## src/source/axis_cfg.svh

```systemverilog
`ifndef AXIS_CFG_SVH
`define AXIS_CFG_SVH

// Stream widths
`define AXIS_NARROW_W 64
`define AXIS_WIDE_W 256

// Derived strobe widths and lane count
`define AXIS_NARROW_STRB_W (`AXIS_NARROW_W / 8)
`define AXIS_WIDE_STRB_W (`AXIS_WIDE_W / 8)
`define AXIS_LANES (`AXIS_WIDE_W / `AXIS_NARROW_W)

// Destination MAC, then source MAC with EtherType
`define HDR_WORD_0 64'hEFBEFECAFECAFECA
`define HDR_WORD_1 64'h00000008EFBEEFBE

`define MAX_PAYLOAD_BEATS 32

`endif

```

## src/source/axis_pkg.sv

```systemverilog
`include "axis_cfg.svh"

package axis_pkg;

    ////////////////////
    // Stream beat types
    ////////////////////

    // One narrow beat as it travels on the 64-bit side
    typedef struct packed {
        logic [`AXIS_NARROW_W-1:0]      data;
        logic [`AXIS_NARROW_STRB_W-1:0] strb;
        logic                           last;
    } narrow_beat_t;

    // Selects one narrow lane inside a wide beat
    typedef logic [$clog2(`AXIS_LANES)-1:0] lane_idx_t;

endpackage

```

## src/source/frame_pkg.sv

```systemverilog
`include "axis_cfg.svh"

package frame_pkg;

    ////////////////////
    // Generator types
    ////////////////////

    // Generator FSM, headers first and payload after
    typedef enum logic [1:0] {
        IDLE,
        HEADER_0,
        HEADER_1,
        PAYLOAD
    } gen_state_e;

    // Payload beat count, wide enough for MAX_PAYLOAD_BEATS
    typedef logic [$clog2(`MAX_PAYLOAD_BEATS + 1)-1:0] payload_len_t;

endpackage

```

## src/source/axis_if.sv

```systemverilog
`timescale 1ns/1ps
`include "axis_cfg.svh"

interface axis_if #(
    parameter int W = `AXIS_NARROW_W
);

    logic [W-1:0]   tdata;
    logic [W/8-1:0] tstrb;
    logic           tvalid;
    logic           tready;
    logic           tlast;

    // Producer side
    modport source (
        output tdata,
        output tstrb,
        output tvalid,
        output tlast,
        input  tready
    );

    // Consumer side
    modport sink (
        input  tdata,
        input  tstrb,
        input  tvalid,
        input  tlast,
        output tready
    );

endinterface

```

## src/source/frame_gen.sv

```systemverilog
`timescale 1ns/1ps
`include "axis_cfg.svh"

module frame_gen (
    input  logic                    clk,
    input  logic                    reset,
    input  logic                    frame_start,
    input  frame_pkg::payload_len_t payload_beats,
    output logic                    busy,
    axis_if.source                  out
);

    localparam int BYTES = `AXIS_NARROW_W / 8;

    frame_pkg::gen_state_e   state;
    frame_pkg::payload_len_t beat_cnt;
    frame_pkg::payload_len_t last_idx;
    frame_pkg::payload_len_t start_last_idx;
    logic                    start_ok;
    logic                    beat_done;
    logic                    final_beat;

    assign start_ok   = frame_start && (state == frame_pkg::IDLE);
    assign beat_done  = out.tvalid && out.tready;
    assign final_beat = (state == frame_pkg::PAYLOAD) && (beat_cnt == last_idx);
    assign busy       = (state != frame_pkg::IDLE);

    // Index of the final payload beat, zero length counts as one beat
    always_comb begin
        if (payload_beats == '0) begin
            start_last_idx = '0;
        end else if (payload_beats > frame_pkg::payload_len_t'(`MAX_PAYLOAD_BEATS)) begin
            start_last_idx = frame_pkg::payload_len_t'(`MAX_PAYLOAD_BEATS - 1);
        end else begin
            start_last_idx = payload_beats - 1'b1;
        end
    end

    always_ff @(posedge clk) begin
        if (start_ok) begin
            last_idx <= start_last_idx;
        end
    end

    ////////////////////
    // Frame FSM
    ////////////////////

    always_ff @(posedge clk) begin
        if (reset) begin
            state    <= frame_pkg::IDLE;
            beat_cnt <= '0;
        end else begin
            case (state)
                frame_pkg::IDLE: begin
                    if (start_ok) begin
                        state    <= frame_pkg::HEADER_0;
                        beat_cnt <= '0;
                    end
                end
                frame_pkg::HEADER_0: begin
                    if (beat_done) begin
                        state <= frame_pkg::HEADER_1;
                    end
                end
                frame_pkg::HEADER_1: begin
                    if (beat_done) begin
                        state <= frame_pkg::PAYLOAD;
                    end
                end
                frame_pkg::PAYLOAD: begin
                    if (beat_done) begin
                        beat_cnt <= beat_cnt + 1'b1;
                        if (final_beat) begin
                            state <= frame_pkg::IDLE;
                        end
                    end
                end
                default: state <= frame_pkg::IDLE;
            endcase
        end
    end

    // Beat contents come from registered state only
    always_comb begin
        out.tvalid = busy;
        out.tstrb  = '1;
        out.tlast  = final_beat;
        case (state)
            frame_pkg::HEADER_0: out.tdata = `HDR_WORD_0;
            frame_pkg::HEADER_1: out.tdata = `HDR_WORD_1;
            // Running byte count repeated across the word
            frame_pkg::PAYLOAD:  out.tdata = {BYTES{{2'b00, beat_cnt}}};
            default:             out.tdata = '0;
        endcase
    end

endmodule

```

## src/source/axis_upsizer.sv

```systemverilog
`timescale 1ns/1ps
`include "axis_cfg.svh"

module axis_upsizer (
    input  logic   clk,
    input  logic   reset,
    axis_if.sink   s,
    axis_if.source m
);

    localparam int NW    = `AXIS_NARROW_W;
    localparam int NS    = `AXIS_NARROW_STRB_W;
    localparam int LANES = `AXIS_LANES;

    axis_pkg::narrow_beat_t lane_q [LANES];
    axis_pkg::narrow_beat_t in_beat;
    axis_pkg::lane_idx_t    fill_idx;
    logic                   accept;
    logic                   closing;

    logic [`AXIS_WIDE_W-1:0]      pack_data;
    logic [`AXIS_WIDE_STRB_W-1:0] pack_strb;

    logic [`AXIS_WIDE_W-1:0]      wide_data_q;
    logic [`AXIS_WIDE_STRB_W-1:0] wide_strb_q;
    logic                         wide_last_q;
    logic                         wide_valid_q;

    // Take a narrow beat when the wide register is free or draining
    assign s.tready = !wide_valid_q || m.tready;
    assign accept   = s.tvalid && s.tready;
    assign closing  = (fill_idx == axis_pkg::lane_idx_t'(LANES - 1)) || s.tlast;

    always_comb begin
        in_beat.data = s.tdata;
        in_beat.strb = s.tstrb;
        in_beat.last = s.tlast;
    end

    ////////////////////
    // Wide beat assembly
    ////////////////////

    // Stored lanes below the fill point, incoming beat at it, zeros above
    always_comb begin
        for (int i = 0; i < LANES; i++) begin
            if (i < int'(fill_idx)) begin
                pack_data[i*NW +: NW] = lane_q[i].data;
                pack_strb[i*NS +: NS] = lane_q[i].strb;
            end else if (i == int'(fill_idx)) begin
                pack_data[i*NW +: NW] = in_beat.data;
                pack_strb[i*NS +: NS] = in_beat.strb;
            end else begin
                pack_data[i*NW +: NW] = '0;
                pack_strb[i*NS +: NS] = '0;
            end
        end
    end

    always_ff @(posedge clk) begin
        if (accept && !closing) begin
            lane_q[fill_idx] <= in_beat;
        end
    end

    always_ff @(posedge clk) begin
        if (reset) begin
            fill_idx     <= '0;
            wide_valid_q <= 1'b0;
        end else begin
            if (accept) begin
                fill_idx <= closing ? '0 : fill_idx + 1'b1;
            end
            if (accept && closing) begin
                wide_valid_q <= 1'b1;
            end else if (m.tready) begin
                wide_valid_q <= 1'b0;
            end
        end
    end

    // Output register, loaded when a wide beat closes
    always_ff @(posedge clk) begin
        if (accept && closing) begin
            wide_data_q <= pack_data;
            wide_strb_q <= pack_strb;
            wide_last_q <= in_beat.last;
        end
    end

    assign m.tdata  = wide_data_q;
    assign m.tstrb  = wide_strb_q;
    assign m.tlast  = wide_last_q;
    assign m.tvalid = wide_valid_q;

endmodule

```

## src/source/axis_downsizer.sv

```systemverilog
`timescale 1ns/1ps
`include "axis_cfg.svh"

module axis_downsizer (
    input  logic                           clk,
    input  logic                           reset,
    axis_if.sink                           s,
    output logic [`AXIS_NARROW_W-1:0]      m_tdata,
    output logic [`AXIS_NARROW_STRB_W-1:0] m_tstrb,
    output logic                           m_tvalid,
    output logic                           m_tlast,
    input  logic                           m_tready
);

    localparam int NW    = `AXIS_NARROW_W;
    localparam int NS    = `AXIS_NARROW_STRB_W;
    localparam int LANES = `AXIS_LANES;

    logic [`AXIS_WIDE_W-1:0]      buf_data;
    logic [`AXIS_WIDE_STRB_W-1:0] buf_strb;
    logic                         buf_last;
    axis_pkg::lane_idx_t          cur_idx;
    axis_pkg::lane_idx_t          first_idx;
    axis_pkg::lane_idx_t          next_idx;
    axis_pkg::narrow_beat_t       out_q;
    logic                         out_valid;
    logic                         out_free;
    logic                         has_next;
    logic                         accept;

    // Any nonempty lane at index lo or above
    function automatic logic lane_from(input logic [`AXIS_WIDE_STRB_W-1:0] strb, input int lo);
        logic found;
        found = 1'b0;
        for (int i = 0; i < LANES; i++) begin
            if (i >= lo && |strb[i*NS +: NS]) begin
                found = 1'b1;
            end
        end
        return found;
    endfunction

    // Lowest nonempty lane at index lo or above
    function automatic axis_pkg::lane_idx_t first_lane(
        input logic [`AXIS_WIDE_STRB_W-1:0] strb,
        input int                           lo
    );
        axis_pkg::lane_idx_t idx;
        logic                found;
        idx   = '0;
        found = 1'b0;
        for (int i = 0; i < LANES; i++) begin
            if (!found && i >= lo && |strb[i*NS +: NS]) begin
                idx   = axis_pkg::lane_idx_t'(i);
                found = 1'b1;
            end
        end
        return idx;
    endfunction

    assign out_free  = !out_valid || m_tready;
    assign has_next  = out_valid && lane_from(buf_strb, int'(cur_idx) + 1);
    assign next_idx  = first_lane(buf_strb, int'(cur_idx) + 1);
    assign first_idx = first_lane(s.tstrb, 0);

    // Next wide beat enters as the last lane leaves
    assign s.tready = out_free && !has_next;
    assign accept   = s.tvalid && s.tready;

    always_ff @(posedge clk) begin
        if (accept) begin
            buf_data <= s.tdata;
            buf_strb <= s.tstrb;
            buf_last <= s.tlast;
        end
    end

    ////////////////////
    // Lane stepping
    ////////////////////

    always_ff @(posedge clk) begin
        if (reset) begin
            out_valid <= 1'b0;
            cur_idx   <= '0;
        end else if (accept) begin
            out_valid <= |s.tstrb;
            cur_idx   <= first_idx;
        end else if (out_free && has_next) begin
            out_valid <= 1'b1;
            cur_idx   <= next_idx;
        end else if (m_tready) begin
            out_valid <= 1'b0;
        end
    end

    // tlast only on the final nonempty lane of a closing wide beat
    always_ff @(posedge clk) begin
        if (accept) begin
            out_q.data <= s.tdata[first_idx*NW +: NW];
            out_q.strb <= s.tstrb[first_idx*NS +: NS];
            out_q.last <= s.tlast && !lane_from(s.tstrb, int'(first_idx) + 1);
        end else if (out_free && has_next) begin
            out_q.data <= buf_data[next_idx*NW +: NW];
            out_q.strb <= buf_strb[next_idx*NS +: NS];
            out_q.last <= buf_last && !lane_from(buf_strb, int'(next_idx) + 1);
        end
    end

    assign m_tdata  = out_q.data;
    assign m_tstrb  = out_q.strb;
    assign m_tlast  = out_q.last;
    assign m_tvalid = out_valid;

endmodule

```

## src/source/frame_loop_top.sv

```systemverilog
`timescale 1ns/1ps
`include "axis_cfg.svh"

module frame_loop_top (
    input  logic                           clk,
    input  logic                           reset,
    input  logic                           frame_start,
    input  frame_pkg::payload_len_t        payload_beats,
    output logic                           busy,
    output logic [`AXIS_NARROW_W-1:0]      m_tdata,
    output logic [`AXIS_NARROW_STRB_W-1:0] m_tstrb,
    output logic                           m_tvalid,
    input  logic                           m_tready,
    output logic                           m_tlast
);

    // Generator to upsizer, then upsizer to downsizer
    axis_if #(.W(`AXIS_NARROW_W)) narrow_s ();
    axis_if #(.W(`AXIS_WIDE_W))   wide_s ();

    frame_gen i_frame_gen (
        .clk           (clk),
        .reset         (reset),
        .frame_start   (frame_start),
        .payload_beats (payload_beats),
        .busy          (busy),
        .out           (narrow_s.source)
    );

    axis_upsizer i_axis_upsizer (
        .clk   (clk),
        .reset (reset),
        .s     (narrow_s.sink),
        .m     (wide_s.source)
    );

    axis_downsizer i_axis_downsizer (
        .clk      (clk),
        .reset    (reset),
        .s        (wide_s.sink),
        .m_tdata  (m_tdata),
        .m_tstrb  (m_tstrb),
        .m_tvalid (m_tvalid),
        .m_tlast  (m_tlast),
        .m_tready (m_tready)
    );

endmodule

```

## config.mk

```make
export PLATFORM = sky130hd
export DESIGN_NAME = frame_loop_top
export DESIGN_NICKNAME = d
export VERILOG_FILES = /design/src/source/axis_pkg.sv /design/src/source/frame_pkg.sv /design/src/source/axis_if.sv /design/src/source/frame_gen.sv /design/src/source/axis_upsizer.sv /design/src/source/axis_downsizer.sv /design/src/source/frame_loop_top.sv
export VERILOG_INCLUDE_DIRS = /design/src /design/src/source
export SDC_FILE = /design/constraint.sdc
export NUM_CORES = 1
export LEC_CHECK = 0
export BUFFER_PORTS_ARGS = -buffer_cell sky130_fd_sc_hd__clkbuf_2
export CAP_MARGIN = 30
export CORE_MARGIN = 3
export CORE_UTILIZATION = 55
export DETAILED_ROUTE_END_ITERATION = 8
export PLACE_DENSITY = 0.82
export SLEW_MARGIN = 10
export SYNTH_ARGS = -nofsm -noshare
export SYNTH_HDL_FRONTEND = slang
export SYNTH_SLANG_ARGS = --single-unit
```

## constraint.sdc

```tcl
create_clock -name clk -period 13.25 [get_ports clk]
set_input_delay 1.325 -clock clk [delete_from_list [all_inputs] [get_ports clk]]
set_output_delay 1.325 -clock clk [all_outputs]
set_load 0.01 [all_outputs]
```

==> results.md <==
* Hold path start: i_axis_upsizer.m.tdata[165]
* # Post-CTS Setup Buffers at 0
* Share of post-route cells with drive strength above 1 at 20.5%
* Row cnt at 52
* RSZ-0062 raised after global routing: false
* Crit-path slowest cell: buf_4
* Peak VDD IR at 0.0815 mV
* Total grt overflow at 0
* CP endpoint kind: register
* CORE AREA at 20600 um2
* DR iter-0 viols at 859
* Worst Tran Pin Value at 0.913 ns
* Cell type with the largest total area after synthesis: edfxtp_1
* Setup TNS at 0 ns
* FMAX at 293 MHz
* DIE AREA at 23000 um2
* Final Wtd Congestion at 0.839
* Ranking of synthesized cells by area: edfxtp_1, mux4_2, buf_4
* Number of global-route vias before repair at 6396
* EDFF count, synth at 258
* Root Driver: clkbuf_16
* # hold bufs at CTS at 0
* Vias per cell at 5.96
* Hpwl dp at 15200 um
* Crit-path max FO at 63
* Max-slew headroom at 39.1%
* CTS tree: done
* Hold endpoint: i_axis_downsizer.buf_data[165]
* H-tree depth at 1
* R2r setup slk at 9.83 ns
* Fin nets at 891
* Cell area after synthesis at 11700 um2
* Drt total wl at 23700 um
* Mapped Nets at 852
* Width of the die at 152 um
* RR Startpoint: i_frame_gen.state[1]
* Post-synth ARST share at 0%
* Placed inst area at 12000 um2
* Share of the yosys chip area belonging to registers at 68.8%
* Launch point of the worst path: i_frame_gen.state[1]
* Routed vias at 6889
* Unique masters post-synth at 61
* Synth Instances at 830
* Crit path DAT at 3.55 ns
* Post-route cell area at 12800 um2
* Die Span Y at 152 um
* Gr usage total at 20.6%
* Share of the synthesized area in the top cell type at 66.4%
* Drt drc at 0
* Worst R2R Path Depth at 4
* Fin crit share at 25.8%
* Starting Density at 56.7%
* Area grow syn2layout at 9.55%
* CTS sink cnt at 272
* Max incr delay on CP at 0.74 ns
* Ports at 85
* CP Cell Sequence: ha_1 -> a41oi_1 -> nor2_4 -> buf_4
* P_leak at 4.41 nW
* Ant diodes at 0
* Latest clock arrival within the worst-skew pair at 0.51 ns
* Hold Crit Depth at 0
* Initial antenna violation count at 0
* Final setup fails at 0
* CTS-repair resized insts at 0
* Total power per unit cell area at 163 nW/um2
* Status: complete, no violations
* MaxCap Viol Count at 0
* YS warnings at 0
* Crit Path Class: register to register
* Max Clock Skew at 0.00798 ns
* Largest net degree at the start of global routing at 86
* Mean Syn Cell Area at 14.1 um2
* Synth Register Bits at 272
* Crit Reg-Reg Endpoint: i_axis_upsizer.m.tdata[162]
* Hold/Removal Path Class: register to register
* Final min period at 3.42 ns
* Crit path required time at 13.39 ns
* Worst Setup Start Kind: register
* Drt pass-1 iters at 6
* ANT nets after route at 0
* Ys flop type: edfxtp_1
* # port buffers at 83
* CTS clk-pin slew, worst paths at 0.07 ns
* First-pass GRT wire length at 36200 um
* Num CTS Buffers at 25
* CTS Buffer Depth at 3
* Final Hold Vio Count at 0
* Max Slew Vio Count at 0
* Routed WL per cell at 20.5 um
## through the flow
step,instances,setup slack (ns),hold slack [ns],total power [mW],utilization [%]
finish,1156,9.83,0.447,2.08,62.2
global route,1156,9.61,0.453,2.16,62.2
CTS,1151,9.91,0.447,2.08,61.9
global placement,1104,9.65,0.424,1.42,58.1
floorplan,830,7.48,0.421,1.32,-
detailed placement,1107,9.61,0.430,1.43,58.3
## critical path, delay by kind of cell (launching register included)
| kind | cells | cell delay, ns |
|---|---|---|
| adder cells (fa/ha/maj) | 1 | 0.59 |
| buffers and inverters | 1 | 0.74 |
| AND/OR/NAND/NOR | 1 | 0.64 |
| AO/OA/AOI/OAI | 1 | 0.46 |
| flip-flops | 1 | 0.55 |
## per-layer routing
| layer | up-vias | GRT usage, % | share of wire [%] |
|---|---|---|---|
| li1 | 3151 | - | - |
| met1 | 3310 | 28.0 | 39 |
| met2 | 372 | 33.7 | 49 |
| met3 | 56 | 3.87 | 8.8 |
| met4 | 0 | 7.32 | 3.0 |
| met5 | - | 0 | 0 |
## synthesized netlist by cell type (all sizes together), types with 3 or more instances
cell type,count
clkbuf,19
a31oi,18
a21boi,3
ha,12
nor2,47
mux2,7
xor2,7
buf,70
and2,7
nand2,82
mux2i,5
mux4,20
inv,31
nand2b,9
o21bai,3
nand3,10
or4,4
dfxtp,14
a22o,9
o31ai,6
edfxtp,258
o211ai,4
o221ai,29
nor3,6
nor2b,16
a21oi,36
o21ai,55
and3,16
or2,3
## where the power goes
group / internal [mW] / switching (mW) / total [mW]
clock: 0.364 / 0.288 / 0.652
sequential: 1.06 / 0.0305 / 1.09
combinational: 0.0986 / 0.238 / 0.337
total: 1.52 / 0.557 / 2.08
## flip-flops by register name, indices dropped and copies added, names as in the netlist
register / cells
i_axis_upsizer.fill_idx: 2
i_axis_upsizer.m.tlast: 1
i_axis_downsizer.m_tstrb: 1
i_axis_downsizer.buf_strb: 4
i_axis_downsizer.cur_idx: 2
i_frame_gen.last_idx: 6
i_frame_gen.beat_cnt: 6
i_axis_upsizer.m.tvalid: 1
i_axis_upsizer.lane_q: 60
i_axis_upsizer.m.tdata: 80
i_axis_downsizer.m_tlast: 1
i_axis_upsizer.m.tstrb: 4
i_frame_gen.state: 2
i_axis_downsizer.buf_last: 1
i_axis_downsizer.m_tdata: 20
i_axis_downsizer.m_tvalid: 1
i_axis_downsizer.buf_data: 80
## placed cells by master, fill, tap and decap left out, types with 8 or more instances in the layout
cell / instances
edfxtp_1: 258
clkbuf_2: 83
nand2_1: 82
nor2_1: 46
o21ai_0: 35
a21oi_1: 34
o221ai_1: 29
inv_1: 25
clkbuf_16: 25
mux4_2: 20
o21ai_1: 18
a31oi_1: 18
nor2b_1: 16
and3_1: 16
dfxtp_1: 14
buf_4: 14
ha_1: 12
nand3_1: 10
a22o_1: 9
nand2b_1: 8
## layout make-up
cell class                 instances  area [um2]
fill                            1432        7780
timing repair buffer             101         586
clock buffer                      30         644
tap                              270         338
inverter                          31         118
sequential                       272        8030
clock inverter                    14        93.8
multi-input combinational        438        2970
## worst max-delay path by stage
stage                             endpoint  slack [ns]  cells after the start
3_5_place_dp   i_axis_upsizer.m.tdata[123]        9.61                      6
3_3_place_gp   i_axis_upsizer.m.tdata[248]        9.65                      6
4_1_cts        i_axis_upsizer.m.tdata[120]        9.91                      4
5_1_grt         i_axis_upsizer.m.tdata[48]        9.61                      4
2_1_floorplan  i_axis_upsizer.m.tdata[101]        7.48                      4
6_report       i_axis_upsizer.m.tdata[162]        9.83                      4
## cell families (layout without fill, tap and decap cells)
kind of cell	after synthesis	in the layout	synth area share (%)
other	2	2	0.0644
AOI/OAI and AO/OA	177	177	9.98
xor gates and xnor gates	9	9	0.676
buffers and inverters	120	176	5.85
DFF	272	272	68.8
muxes	32	32	4.97
adders and majority gates	12	12	1.29
and+or+nand+nor	206	206	8.37
Power figures use the tool's default switching activity.
